===== config.mk =====
export PLATFORM = sky130hd
export DESIGN_NAME = vseq_top
export DESIGN_NICKNAME = d
export VERILOG_FILES = /design/src/design/vseq_isa_pkg.sv /design/src/design/vseq_uarch_pkg.sv /design/src/design/vinsn_id_alloc.sv /design/src/design/vreg_scoreboard.sv /design/src/design/vseq_sequencer.sv /design/src/design/vfu_exec.sv /design/src/design/addr_check.sv /design/src/design/vseq_top.sv
export SDC_FILE = /design/constraint.sdc
export NUM_CORES = 1
export LEC_CHECK = 0
export BUFFER_PORTS_ARGS = -buffer_cell sky130_fd_sc_hd__buf_2
export CAP_MARGIN = 20
export CORE_MARGIN = 3
export CORE_UTILIZATION = 50
export CTS_BUF_LIST = sky130_fd_sc_hd__clkbuf_4 sky130_fd_sc_hd__clkbuf_8
export DETAILED_ROUTE_END_ITERATION = 10
export GPL_ROUTABILITY_DRIVEN = 0
export PLACE_DENSITY_LB_ADDON = 0.08
export SYNTH_ARGS = -nofsm -noshare
export SYNTH_HDL_FRONTEND = slang
export SYNTH_SLANG_ARGS = --single-unit

===== constraint.sdc =====
create_clock -name clk_i -period 7.4 [get_ports clk_i]
set_input_delay 0.74 -clock clk_i [delete_from_list [all_inputs] [get_ports clk_i]]
set_output_delay 0.74 -clock clk_i [all_outputs]
set_load 0.05 [all_outputs]

===== src/design/vseq_isa_pkg.sv =====
// Instruction-set types shared by the dispatcher side of the sequencer and its testbench
`default_nettype none

package vseq_isa_pkg;

  // Lane ops first, then mask unit ops, then memory ops
  typedef enum logic [2:0] {
    VADD,
    VMUL,
    VREDSUM,
    VMAND,
    VMOR,
    VLE,
    VSE
  } vop_e;

  // Element width
  typedef enum logic [1:0] {
    EW8,
    EW16,
    EW32,
    EW64
  } eew_e;

  typedef logic [4:0]  vreg_t;
  typedef logic [31:0] elen_t;

  // Register that holds the mask
  localparam vreg_t VMASK = 5'd0;

  // Decoded instruction from the dispatcher
  typedef struct packed {
    vop_e       op;
    logic       vm;         // Unmasked when set
    vreg_t      vs1;
    logic       use_vs1;
    vreg_t      vs2;
    logic       use_vs2;
    vreg_t      vd;
    logic       use_vd;
    elen_t      scalar_op;  // Base address for loads and stores
    eew_e       eew;
    logic [7:0] vl;
  } vseq_req_t;

  typedef struct packed {
    elen_t resp;
    logic  error;
  } vseq_resp_t;

endpackage

`default_nettype wire


===== src/design/vseq_uarch_pkg.sv =====
// Microarchitecture types shared by the sequencer, the id allocator and the processing elements
`default_nettype none

package vseq_uarch_pkg;

  import vseq_isa_pkg::*;

  // Instructions in flight at once
  localparam int unsigned NrVInsn = 4;
  typedef logic [$clog2(NrVInsn)-1:0] vid_t;

  // Unit that executes an op
  typedef enum logic [1:0] {
    VFU_Lane,
    VFU_Load,
    VFU_Store,
    VFU_Mask
  } vfu_e;

  // PE index of each unit, counted after the lanes
  localparam int unsigned OffsetLoad  = 0;
  localparam int unsigned OffsetStore = 1;
  localparam int unsigned OffsetMask  = 2;

  typedef struct packed {
    vid_t               id;
    vop_e               op;
    vfu_e               vfu;
    logic               vm;
    logic [7:0]         vl;
    eew_e               eew;
    elen_t              scalar_op;
    logic [NrVInsn-1:0] vinsn_running;
    // Ids that must retire before the operands may be touched
    logic [NrVInsn-1:0] hazard_vs1;
    logic [NrVInsn-1:0] hazard_vs2;
    logic [NrVInsn-1:0] hazard_vm;
    logic [NrVInsn-1:0] hazard_vd;
  } pe_req_t;

  typedef struct packed {
    logic [NrVInsn-1:0] vinsn_done;  // One-hot, one cycle
  } pe_resp_t;

endpackage

`default_nettype wire


===== src/design/vinsn_id_alloc.sv =====
// Tracks which ids run on which PE, hands out the lowest free id and reports retirements
`timescale 1ns/1ps
`default_nettype none

module vinsn_id_alloc import vseq_uarch_pkg::*; #(
  parameter int unsigned NrPEs = 5
) (
  input  logic                          clk_i,
  input  logic                          rst_ni,
  input  logic                          alloc_i,
  input  vid_t                          alloc_id_i,
  input  logic [NrPEs-1:0]              alloc_pe_mask_i,
  input  pe_resp_t [NrPEs-1:0]          pe_resp_i,
  output vid_t                          next_id_o,
  output logic                          full_o,
  output logic [NrVInsn-1:0]            running_o,
  output logic [NrVInsn-1:0]            running_next_o,
  output logic [NrPEs-1:0][NrVInsn-1:0] pe_running_o,
  output logic [NrVInsn-1:0]            retired_o
);

  logic [NrPEs-1:0][NrVInsn-1:0] pe_running_d, pe_running_q;

  always_comb begin
    running_o      = '0;
    running_next_o = '0;
    for (int unsigned pe = 0; pe < NrPEs; pe++) begin
      // Done pulses clear first, the new id is added on top
      pe_running_d[pe] = pe_running_q[pe] & ~pe_resp_i[pe].vinsn_done;
      running_o       |= pe_running_q[pe];
      running_next_o  |= pe_running_d[pe];
      if (alloc_i && alloc_pe_mask_i[pe]) begin
        pe_running_d[pe][alloc_id_i] = 1'b1;
      end
    end
  end

  // Leading-zero search from the top, so the lowest free index wins
  always_comb begin
    next_id_o = '0;
    for (int i = NrVInsn - 1; i >= 0; i--) begin
      if (!running_o[i]) begin
        next_id_o = vid_t'(i);
      end
    end
  end

  assign full_o       = &running_o;
  assign pe_running_o = pe_running_q;
  // Ids whose last running bit clears this cycle
  assign retired_o    = running_o & ~running_next_o;

  always_ff @(posedge clk_i or negedge rst_ni) begin
    if (!rst_ni) begin
      pe_running_q <= '0;
    end else begin
      pe_running_q <= pe_running_d;
    end
  end

  // The sequencer must only ever issue with a free id
  assert property (@(posedge clk_i) disable iff (!rst_ni) alloc_i |-> !running_o[alloc_id_i]);

endmodule

`default_nettype wire


===== src/design/vreg_scoreboard.sv =====
// Per-register reader and writer ownership, giving RAW, WAR and WAW hazard masks at issue
`timescale 1ns/1ps
`default_nettype none

module vreg_scoreboard import vseq_isa_pkg::*; import vseq_uarch_pkg::*; (
  input  logic               clk_i,
  input  logic               rst_ni,
  input  logic               issue_i,
  input  vid_t               issue_id_i,
  input  vseq_req_t          req_i,
  input  logic [NrVInsn-1:0] running_i,
  output logic [NrVInsn-1:0] haz_vs1_o,
  output logic [NrVInsn-1:0] haz_vs2_o,
  output logic [NrVInsn-1:0] haz_vm_o,
  output logic [NrVInsn-1:0] haz_vd_o
);

  typedef struct packed {
    vid_t vid;
    logic valid;
  } vreg_access_t;

  vreg_access_t [31:0] read_list_d, read_list_q;
  vreg_access_t [31:0] write_list_d, write_list_q;

  // One-hot id of the current owner, empty when there is none
  function automatic logic [NrVInsn-1:0] owner(vreg_access_t e);
    owner        = '0;
    owner[e.vid] = e.valid;
  endfunction

  always_comb begin
    // Entries of retired ids drop out
    for (int unsigned v = 0; v < 32; v++) begin
      read_list_d[v]        = read_list_q[v];
      write_list_d[v]       = write_list_q[v];
      read_list_d[v].valid  = read_list_q[v].valid & running_i[read_list_q[v].vid];
      write_list_d[v].valid = write_list_q[v].valid & running_i[write_list_q[v].vid];
    end

    // RAW on both sources and on the mask
    haz_vs1_o = req_i.use_vs1 ? owner(write_list_d[req_i.vs1]) : '0;
    haz_vs2_o = req_i.use_vs2 ? owner(write_list_d[req_i.vs2]) : '0;
    haz_vm_o  = !req_i.vm ? owner(write_list_d[VMASK]) : '0;
    haz_vd_o  = '0;

    if (req_i.use_vd) begin
      // WAR, the last reader of vd must be done with it
      haz_vs1_o |= owner(read_list_d[req_i.vd]);
      haz_vs2_o |= owner(read_list_d[req_i.vd]);
      haz_vm_o  |= owner(read_list_d[req_i.vd]);
      // WAW
      haz_vd_o  |= owner(write_list_d[req_i.vd]);
    end

    // New instruction becomes the owner of its registers
    if (issue_i) begin
      if (req_i.use_vd) begin
        write_list_d[req_i.vd] = '{vid: issue_id_i, valid: 1'b1};
      end
      if (req_i.use_vs1) begin
        read_list_d[req_i.vs1] = '{vid: issue_id_i, valid: 1'b1};
      end
      if (req_i.use_vs2) begin
        read_list_d[req_i.vs2] = '{vid: issue_id_i, valid: 1'b1};
      end
      if (!req_i.vm) begin
        read_list_d[VMASK] = '{vid: issue_id_i, valid: 1'b1};
      end
    end
  end

  always_ff @(posedge clk_i or negedge rst_ni) begin
    if (!rst_ni) begin
      read_list_q  <= '0;
      write_list_q <= '0;
    end else begin
      read_list_q  <= read_list_d;
      write_list_q <= write_list_d;
    end
  end

endmodule

`default_nettype wire


===== src/design/vseq_sequencer.sv =====
// Control FSM that accepts dispatcher requests, issues them to the PEs and returns responses
`timescale 1ns/1ps
`default_nettype none

module vseq_sequencer import vseq_isa_pkg::*; import vseq_uarch_pkg::*; #(
  parameter int unsigned NrLanes = 2,
  parameter int unsigned NrPEs   = NrLanes + 3
) (
  input  logic                          clk_i,
  input  logic                          rst_ni,
  // Dispatcher
  input  vseq_req_t                     req_i,
  input  logic                          req_valid_i,
  output logic                          req_ready_o,
  output vseq_resp_t                    resp_o,
  output logic                          resp_valid_o,
  // Id allocator and scoreboard
  input  logic [NrPEs-1:0]              pe_ready_i,
  input  vid_t                          next_id_i,
  input  logic                          full_i,
  input  logic [NrPEs-1:0][NrVInsn-1:0] pe_running_i,
  input  logic [NrVInsn-1:0]            running_next_i,
  input  logic [NrVInsn-1:0]            haz_vs1_i,
  input  logic [NrVInsn-1:0]            haz_vs2_i,
  input  logic [NrVInsn-1:0]            haz_vm_i,
  input  logic [NrVInsn-1:0]            haz_vd_i,
  // Address check and lane 0 scalar result
  input  logic                          addr_ack_i,
  input  logic                          addr_error_i,
  input  elen_t                         scalar_i,
  input  logic                          scalar_valid_i,
  output logic                          alloc_o,
  output logic [NrPEs-1:0]              alloc_pe_mask_o,
  output logic                          issue_o,
  output pe_req_t                       pe_req_o,
  output logic                          pe_req_valid_o
);

  typedef enum logic {
    IDLE,
    WAIT
  } state_e;

  state_e  state_d, state_q;
  pe_req_t pe_req_d;
  logic    pe_req_valid_d;
  vfu_e    req_vfu;
  logic    struct_hazard, accept, wait_op, mem_op;

  function automatic vfu_e vfu(vop_e op);
    case (op)
      VMAND, VMOR: vfu = VFU_Mask;
      VLE:         vfu = VFU_Load;
      VSE:         vfu = VFU_Store;
      default:     vfu = VFU_Lane;
    endcase
  endfunction

  always_comb begin
    req_vfu = vfu(req_i.op);
    // Store unit and mask unit share one queue
    struct_hazard = ((req_vfu == VFU_Store) && (|pe_running_i[NrLanes + OffsetMask])) ||
                    ((req_vfu == VFU_Mask) && (|pe_running_i[NrLanes + OffsetStore]));
    // No acceptance while a request is on the way, PE ready flags lag one cycle
    accept  = (state_q == IDLE) && req_valid_i && !pe_req_valid_o && (&pe_ready_i) &&
              !full_i && !struct_hazard;
    wait_op = (req_vfu inside {VFU_Load, VFU_Store}) || !req_i.use_vd;
    mem_op  = pe_req_o.vfu inside {VFU_Load, VFU_Store};

    // PEs that run the new id
    alloc_pe_mask_o = '0;
    case (req_vfu)
      VFU_Load:  alloc_pe_mask_o[NrLanes + OffsetLoad]  = 1'b1;
      VFU_Store: alloc_pe_mask_o[NrLanes + OffsetStore] = 1'b1;
      VFU_Mask:  alloc_pe_mask_o[NrLanes + OffsetMask]  = 1'b1;
      default:   alloc_pe_mask_o[NrLanes-1:0]           = '1;
    endcase
    // Masked ops also need the mask unit
    if (!req_i.vm) begin
      alloc_pe_mask_o[NrLanes + OffsetMask] = 1'b1;
    end

    alloc_o        = accept;
    issue_o        = accept;
    state_d        = state_q;
    req_ready_o    = accept && !wait_op;
    resp_o         = '0;
    resp_valid_o   = 1'b0;
    pe_req_valid_d = accept;

    // Held request follows retirements
    pe_req_d               = pe_req_o;
    pe_req_d.vinsn_running = running_next_i;
    pe_req_d.hazard_vs1    = pe_req_o.hazard_vs1 & running_next_i;
    pe_req_d.hazard_vs2    = pe_req_o.hazard_vs2 & running_next_i;
    pe_req_d.hazard_vm     = pe_req_o.hazard_vm & running_next_i;
    pe_req_d.hazard_vd     = pe_req_o.hazard_vd & running_next_i;

    if (accept) begin
      pe_req_d = '{
        id:            next_id_i,
        op:            req_i.op,
        vfu:           req_vfu,
        vm:            req_i.vm,
        vl:            req_i.vl,
        eew:           req_i.eew,
        scalar_op:     req_i.scalar_op,
        vinsn_running: running_next_i,
        hazard_vs1:    haz_vs1_i,
        hazard_vs2:    haz_vs2_i,
        hazard_vm:     haz_vm_i,
        hazard_vd:     haz_vd_i
      };
      // Dispatcher keeps the request up until the response
      if (wait_op) begin
        state_d = WAIT;
      end
    end

    // Memory ops end on the address ack, others on the lane 0 result
    if ((state_q == WAIT) && (mem_op ? addr_ack_i : scalar_valid_i)) begin
      state_d      = IDLE;
      req_ready_o  = 1'b1;
      resp_valid_o = 1'b1;
      resp_o.resp  = mem_op ? '0 : scalar_i;
      resp_o.error = mem_op && addr_error_i;
    end
  end

  always_ff @(posedge clk_i or negedge rst_ni) begin
    if (!rst_ni) begin
      state_q        <= IDLE;
      pe_req_valid_o <= 1'b0;
    end else begin
      state_q        <= state_d;
      pe_req_valid_o <= pe_req_valid_d;
    end
  end

  always_ff @(posedge clk_i) begin
    pe_req_o <= pe_req_d;
  end

  // Address acks only come back while a load or store waits for them
  assert property (@(posedge clk_i) disable iff (!rst_ni)
    addr_ack_i |-> (state_q == WAIT) && mem_op);

endmodule

`default_nettype wire


===== src/design/vfu_exec.sv =====
// Behavioural PE model, one queue slot plus a datapath that runs vl cycles per instruction
`timescale 1ns/1ps
`default_nettype none

module vfu_exec import vseq_isa_pkg::*; import vseq_uarch_pkg::*; #(
  parameter int unsigned NrPEs = 5,
  parameter int unsigned PeIdx = 0
) (
  input  logic                          clk_i,
  input  logic                          rst_ni,
  input  pe_req_t                       pe_req_i,
  input  logic                          pe_req_valid_i,
  input  logic [NrPEs-1:0][NrVInsn-1:0] running_i,
  output logic                          ready_o,
  output pe_resp_t                      pe_resp_o,
  output elen_t                         scalar_o,
  output logic                          scalar_valid_o
);

  pe_req_t            q_req_q;
  logic               q_valid_q;
  logic [NrVInsn-1:0] q_haz_q;
  logic               ex_busy_q;
  vid_t               ex_id_q;
  logic               ex_scalar_q;
  logic [7:0]         ex_vl_q, ex_cnt_q;
  logic [NrVInsn-1:0] running_any;
  logic               take, start, ex_done;

  always_comb begin
    running_any = '0;
    for (int unsigned pe = 0; pe < NrPEs; pe++) begin
      running_any |= running_i[pe];
    end
  end

  // Only requests whose id was placed on this PE
  assign take    = pe_req_valid_i && running_i[PeIdx][pe_req_i.id];
  assign ex_done = ex_busy_q && (ex_cnt_q <= 8'd1);
  // Queue moves on once its hazards retired and the datapath frees up
  assign start   = q_valid_q && !(|(q_haz_q & running_any)) && (!ex_busy_q || ex_done);

  assign ready_o              = !q_valid_q;
  assign pe_resp_o.vinsn_done = ex_done ? (NrVInsn'(1) << ex_id_q) : '0;
  assign scalar_valid_o       = ex_done && ex_scalar_q;
  assign scalar_o             = elen_t'(ex_vl_q);  // Reduction result stand-in

  always_ff @(posedge clk_i or negedge rst_ni) begin
    if (!rst_ni) begin
      q_valid_q <= 1'b0;
      ex_busy_q <= 1'b0;
    end else begin
      if (start) begin
        q_valid_q <= 1'b0;
      end
      if (take) begin
        q_valid_q <= 1'b1;
      end
      if (start) begin
        ex_busy_q <= 1'b1;
      end else if (ex_done) begin
        ex_busy_q <= 1'b0;
      end
    end
  end

  always_ff @(posedge clk_i) begin
    // Retired ids leave the mask before they can be handed out again
    q_haz_q <= q_haz_q & running_any;
    if (take) begin
      q_req_q <= pe_req_i;
      q_haz_q <= pe_req_i.hazard_vs1 | pe_req_i.hazard_vs2 |
                 pe_req_i.hazard_vm | pe_req_i.hazard_vd;
    end
    if (start) begin
      ex_id_q     <= q_req_q.id;
      ex_scalar_q <= (q_req_q.op == VREDSUM);
      ex_vl_q     <= q_req_q.vl;
      ex_cnt_q    <= q_req_q.vl;
    end else if (ex_busy_q) begin
      ex_cnt_q <= ex_cnt_q - 8'd1;
    end
  end

  // Sequencer waits for ready, so a new request never lands on a full slot
  assert property (@(posedge clk_i) disable iff (!rst_ni) take |-> !q_valid_q);

endmodule

`default_nettype wire


===== src/design/addr_check.sv =====
// Address translation stand-in that acks loads and stores after a fixed delay and flags misalignment
`timescale 1ns/1ps
`default_nettype none

module addr_check import vseq_isa_pkg::*; import vseq_uarch_pkg::*; #(
  parameter int unsigned AddrAckDelay = 2
) (
  input  logic    clk_i,
  input  logic    rst_ni,
  input  pe_req_t pe_req_i,
  input  logic    pe_req_valid_i,
  output logic    ack_o,
  output logic    error_o
);

  logic [AddrAckDelay-1:0] ack_q, err_q;
  logic                    mem_req, misaligned;

  // Base must be a multiple of the element size in bytes
  always_comb begin
    case (pe_req_i.eew)
      EW16:    misaligned = pe_req_i.scalar_op[0];
      EW32:    misaligned = |pe_req_i.scalar_op[1:0];
      EW64:    misaligned = |pe_req_i.scalar_op[2:0];
      default: misaligned = 1'b0;
    endcase
  end

  assign mem_req = pe_req_valid_i && (pe_req_i.vfu inside {VFU_Load, VFU_Store});
  assign ack_o   = ack_q[AddrAckDelay-1];
  assign error_o = err_q[AddrAckDelay-1];

  always_ff @(posedge clk_i or negedge rst_ni) begin
    if (!rst_ni) begin
      ack_q <= '0;
    end else begin
      ack_q <= (ack_q << 1) | AddrAckDelay'(mem_req);
    end
  end

  always_ff @(posedge clk_i) begin
    err_q <= (err_q << 1) | AddrAckDelay'(misaligned);
  end

endmodule

`default_nettype wire


===== src/design/vseq_top.sv =====
// Sequencer subsystem top, wires the sequencer, id pool, scoreboard, PEs and address checker
`timescale 1ns/1ps
`default_nettype none

module vseq_top import vseq_isa_pkg::*; import vseq_uarch_pkg::*; #(
  parameter int unsigned NrLanes      = 2,
  parameter int unsigned NrPEs        = NrLanes + 3,
  parameter int unsigned AddrAckDelay = 2
) (
  input  logic               clk_i,
  input  logic               rst_ni,
  input  vseq_req_t          req_i,
  input  logic               req_valid_i,
  output logic               req_ready_o,
  output vseq_resp_t         resp_o,
  output logic               resp_valid_o,
  output logic               idle_o,
  output logic [NrVInsn-1:0] vinsn_done_o
);

  pe_req_t                       pe_req;
  logic                          pe_req_valid;
  logic [NrPEs-1:0]              pe_ready;
  pe_resp_t [NrPEs-1:0]          pe_resp;
  elen_t [NrPEs-1:0]             pe_scalar;
  logic [NrPEs-1:0]              pe_scalar_valid;
  vid_t                          next_id;
  logic                          full, alloc, issue, addr_ack, addr_error;
  logic [NrPEs-1:0]              alloc_pe_mask;
  logic [NrVInsn-1:0]            running, running_next;
  logic [NrPEs-1:0][NrVInsn-1:0] pe_running;
  logic [NrVInsn-1:0]            haz_vs1, haz_vs2, haz_vm, haz_vd;

  assign idle_o = ~|running;

  vseq_sequencer #(.NrLanes(NrLanes), .NrPEs(NrPEs)) i_sequencer (
    .clk_i, .rst_ni, .req_i, .req_valid_i, .req_ready_o, .resp_o, .resp_valid_o,
    .pe_ready_i(pe_ready), .next_id_i(next_id), .full_i(full),
    .pe_running_i(pe_running), .running_next_i(running_next),
    .haz_vs1_i(haz_vs1), .haz_vs2_i(haz_vs2), .haz_vm_i(haz_vm), .haz_vd_i(haz_vd),
    .addr_ack_i(addr_ack), .addr_error_i(addr_error),
    // Only lane 0 returns scalar results
    .scalar_i(pe_scalar[0]), .scalar_valid_i(pe_scalar_valid[0]),
    .alloc_o(alloc), .alloc_pe_mask_o(alloc_pe_mask), .issue_o(issue),
    .pe_req_o(pe_req), .pe_req_valid_o(pe_req_valid)
  );

  vinsn_id_alloc #(.NrPEs(NrPEs)) i_id_alloc (
    .clk_i, .rst_ni, .alloc_i(alloc), .alloc_id_i(next_id), .alloc_pe_mask_i(alloc_pe_mask),
    .pe_resp_i(pe_resp), .next_id_o(next_id), .full_o(full), .running_o(running),
    .running_next_o(running_next), .pe_running_o(pe_running), .retired_o(vinsn_done_o)
  );

  vreg_scoreboard i_scoreboard (
    .clk_i, .rst_ni, .issue_i(issue), .issue_id_i(next_id), .req_i, .running_i(running_next),
    .haz_vs1_o(haz_vs1), .haz_vs2_o(haz_vs2), .haz_vm_o(haz_vm), .haz_vd_o(haz_vd)
  );

  // Lanes first, then load, store and mask units
  for (genvar pe = 0; pe < NrPEs; pe++) begin : gen_pe
    vfu_exec #(.NrPEs(NrPEs), .PeIdx(pe)) i_vfu (
      .clk_i, .rst_ni, .pe_req_i(pe_req), .pe_req_valid_i(pe_req_valid),
      .running_i(pe_running), .ready_o(pe_ready[pe]), .pe_resp_o(pe_resp[pe]),
      .scalar_o(pe_scalar[pe]), .scalar_valid_o(pe_scalar_valid[pe])
    );
  end

  addr_check #(.AddrAckDelay(AddrAckDelay)) i_addr_check (
    .clk_i, .rst_ni, .pe_req_i(pe_req), .pe_req_valid_i(pe_req_valid),
    .ack_o(addr_ack), .error_o(addr_error)
  );

endmodule

`default_nettype wire


==> reports/results.txt <==
CP Data Arrival Time -> 5.80 ns
Min-Delay Path Class -> input port to async pin
Slew @ Worst Pin -> 1.126 ns
number of antenna-violating nets in the routed design -> 0
Final Worst Setup Slack -> 2.117 ns
Flop pwr share -> 0.487
non-filler cells, final -> 2782
fin crit share -> 0.7139
first-pass GRT wire length -> 105100 um
CP Class -> flop to flop
hold_buf cts -> 0
io pins -> 107
Placeable Area -> 42420 um2
die area -> 45860 um2
switching share of power -> 0.2388
Max VDD drop -> 136.0 uV
CP max stage cell -> nor4_1
CTS Buffer Depth -> 3
Post-route DRC -> 0
detailed placement HPWL -> 46510 um
async set-or-reset flop fraction in the synthesized netlist -> 0.5707
placed cells -> 2648
Cells after Synth -> 2094
initial core utilization -> 0.5107
Die Y -> 214.1 um
CP cell instances -> or4_1 > nor4_1 > o21a_1 > nand3_2 > buf_4 > mux4_2 > nand3_1 > o2111ai_1 > o32ai_2 > nand4_4 > nand4_1 > o211ai_1
Max-Cap Viols -> 0
Hold Vio Cnt, Final -> 0
Syn-to-layout area delta -> 10.26%
unrepaired setup endpoints after global routing -> false
layout cells sized above 1 -> 0.1719
Internal Power -> 3.520 mW
Required @ worst endpoint -> 7.92 ns
maximum clock frequency -> 189.3 MHz
Synth cell types -> 85
Final Setup Violations -> 0
Comb power frac -> 0.047
setup_tns -> 0 ns
CTS buffer count -> 72
Slew HR -> 0.2463
H-Tree Depth -> 3
pre-CTS setup slack -> 2.143 ns
Fillers -> 3784
Chip Width -> 214.1 um
CP Max Fanout -> 25
status -> completed
clock slew at reported path FFs -> 0.06 ns
minimum clock period -> 5.283 ns
EDFF count, synth -> 132
n_diodes -> 0
pwr/cell area -> 193.6 nW/um2
Final Slew Violations -> 0
DRT Pass-1 Iters -> 7
Wirelength per Cell -> 24.44 um
vias per cell -> 6.294
Syn Area/Cell -> 10.34 um2
vias -> 17509
Synth Flop Type -> dfrtp_1
Post-Syn Area -> 21660 um2
row cnt -> 75
endpoint class of the critical path -> flop
most frequent cells in the layout -> nand2_1 (466), dfrtp_1 (226), o21ai_0 (209), edfxtp_1 (132), mux4_2 (111)
IO Port Bufs -> 53
sequential area share after synthesis -> 0.4792
commonest non-fill, non-tap cell in the layout -> nand2_1
post-CTS setup buffer count -> 0
post_cts resized -> 0
skew final -> 0.02766 ns
Worst setup SP type -> flop
LEAKAGE -> 8.962 nW
vias in the first global route -> 17307
total wire length -> 67980 um
clock sink count -> 396
clock power share -> 0.466
Total GRT Usage -> 0.2959
NetSw -> 1.104 mW
initial antenna violation count -> 1
CTS tree -> built
number of synthesized register bits -> 396
Reg2Reg Depth -> 12
Max stage delay on crit path -> 0.94 ns
largest net degree at the start of global routing -> 99
clk_lat worst skew -> 0.65 ns
Root Buffer -> clkbuf_8
DR iter-0 viols -> 1790
Congestion Overflow GR -> 0
fin nets -> 2229
Yosys Warn Count -> 0
==> worst paths after layout <==
| check | slack [ns] | endpoint | from |
|---|---|---|---|
| setup / recovery | 2.12 | i_sequencer.pe_req_o[14] | gen_pe[3].i_vfu.ex_cnt_q[2] |
| hold / removal | 0.15 | i_scoreboard.read_list_q[73] | rst_ni |
| setup reg to reg | 2.12 | i_sequencer.pe_req_o[14] | gen_pe[3].i_vfu.ex_cnt_q[2] |
| hold reg to reg | 0.33 | i_addr_check.err_q[1] | i_addr_check.err_q[0] |
| max in group asynchronous | 5.84 | i_scoreboard.read_list_q[9] | rst_ni |
| min in group clk_i | 0.28 | i_sequencer.pe_req_o[55] | req_i[1] |
==> cells in the mapped netlist (7+ instances only) <==
| master | n | area (um2) |
|---|---|---|
| nand2_1 | 467 | 1753 |
| dfrtp_1 | 226 | 5655 |
| o21ai_0 | 209 | 1046 |
| edfxtp_1 | 132 | 3964 |
| mux4_2 | 111 | 2500 |
| nor2_1 | 91 | 341.6 |
| clkbuf_1 | 66 | 247.7 |
| nand3_1 | 64 | 320.3 |
| inv_1 | 54 | 202.7 |
| o22ai_1 | 45 | 281.5 |
| mux2i_1 | 40 | 400.4 |
| dfxtp_1 | 38 | 760.7 |
| a22oi_1 | 32 | 240.2 |
| a21oi_1 | 31 | 155.2 |
| nor3_1 | 25 | 125.1 |
| buf_4 | 24 | 180.2 |
| nand4_1 | 23 | 143.9 |
| nor2b_1 | 23 | 143.9 |
| xnor2_1 | 21 | 183.9 |
| and2_1 | 19 | 118.9 |
| nor4_1 | 19 | 118.9 |
| nand3b_1 | 18 | 135.1 |
| nand2b_1 | 17 | 106.4 |
| buf_1 | 15 | 56.30 |
| ha_1 | 14 | 175.2 |
| o211ai_1 | 14 | 105.1 |
| or2_2 | 14 | 87.58 |
| buf_2 | 13 | 65.06 |
| o41ai_2 | 13 | 211.5 |
| nor3b_1 | 12 | 90.09 |
| a211oi_1 | 11 | 82.58 |
| a31oi_1 | 11 | 68.82 |
| and3_1 | 10 | 62.56 |
| buf_6 | 10 | 112.6 |
| xor2_1 | 10 | 87.58 |
| a2bb2oi_1 | 9 | 78.83 |
| o2111ai_1 | 9 | 78.83 |
| a22o_1 | 8 | 70.07 |
| o221ai_1 | 8 | 70.07 |
| or3_1 | 8 | 50.05 |
| a221oi_1 | 7 | 61.31 |
| o21ai_1 | 7 | 35.03 |
| or3b_2 | 7 | 61.31 |
==> metrics by stage <==
stage                     utilization  hold slack, ns  power, mW  area [um2]
after detailed placement       0.5269          0.3121      2.506       22350
after global routing           0.5631          0.1721      4.796       23880
final                          0.5631          0.1489      4.624       23880
after floorplan                     -          0.3096      2.428       21750
after CTS                      0.5623          0.1437      4.665       23850
after global placement         0.5265          0.3118      2.505       22330
==> per-layer routing <==
layer | wire length [um] | GRT usage | vias up | share of wire
li1 | - | - | 7842 | -
met1 | 26650 | 0.3763 | 8532 | 0.39
met2 | 31850 | 0.4829 | 866 | 0.47
met3 | 5883 | 0.07156 | 269 | 0.087
met4 | 3597 | 0.1357 | 0 | 0.053
met5 | 0 | 0 | - | 0
==> critical path, delay by kind of cell (launching register included) <==
kind | cells | cell delay (ns)
AO/OA/AOI/OAI | 4 | 0.94
AND/OR/NAND/NOR | 6 | 2.80
flip-flops | 1 | 0.43
multiplexers | 1 | 0.49
buffers and inverters | 1 | 0.50
==> power by group through the flow <==
stage	logic, mW	registers (mW)	clock network, mW
3_3_place_gp	0.210	2.29	0
2_1_floorplan	0.133	2.30	0
5_1_grt	0.230	2.25	2.32
4_1_cts	0.212	2.25	2.20
3_5_place_dp	0.212	2.29	0
6_report	0.218	2.25	2.15
==> layout make-up <==
cell class,instances,area (um2),share of cell area
clock inverters,19,133.9,0.005606
clock buffers,112,1366,0.05721
inverters,57,214.0,0.008959
multi-input cells,1536,10540,0.4412
flip-flops and latches,396,10380,0.4346
repair buffers,85,530.5,0.02221
well taps,577,721.9,0.03023
==> registers in the layout, summed over array words and instances (netlist names) <==
register / count
gen_pe.i_vfu.ex_id_q: 10
gen_pe.i_vfu.ex_cnt_q: 40
i_scoreboard.write_list_q: 96
gen_pe.i_vfu.q_valid_q: 5
gen_pe.i_vfu.ex_vl_q: 8
gen_pe.i_vfu.ex_scalar_q: 1
gen_pe.i_vfu.ex_busy_q: 5
i_id_alloc.pe_running_o: 20
i_sequencer.pe_req_o: 36
i_addr_check.ack_q: 2
i_sequencer.pe_req_valid_o: 1
gen_pe.i_vfu.q_haz_q: 20
i_scoreboard.read_list_q: 96
i_addr_check.err_q: 2
i_sequencer.state_q: 1
gen_pe.i_vfu.q_req_q: 53
==> logic make-up (layout without fill, tap and decap cells) <==
logic type | count (synthesis) | after routing | share of synthesized area
buf+inv | 185 | 273 | 0.04043
other cells | 1 | 24 | 0.0001731
mux | 152 | 152 | 0.1344
xor+xnor | 31 | 31 | 0.01253
flops | 396 | 396 | 0.4792
compound gates | 474 | 474 | 0.1454
fa+ha+maj | 14 | 14 | 0.008087
simple gates | 841 | 841 | 0.1798
Power figures use the tool's default switching activity.
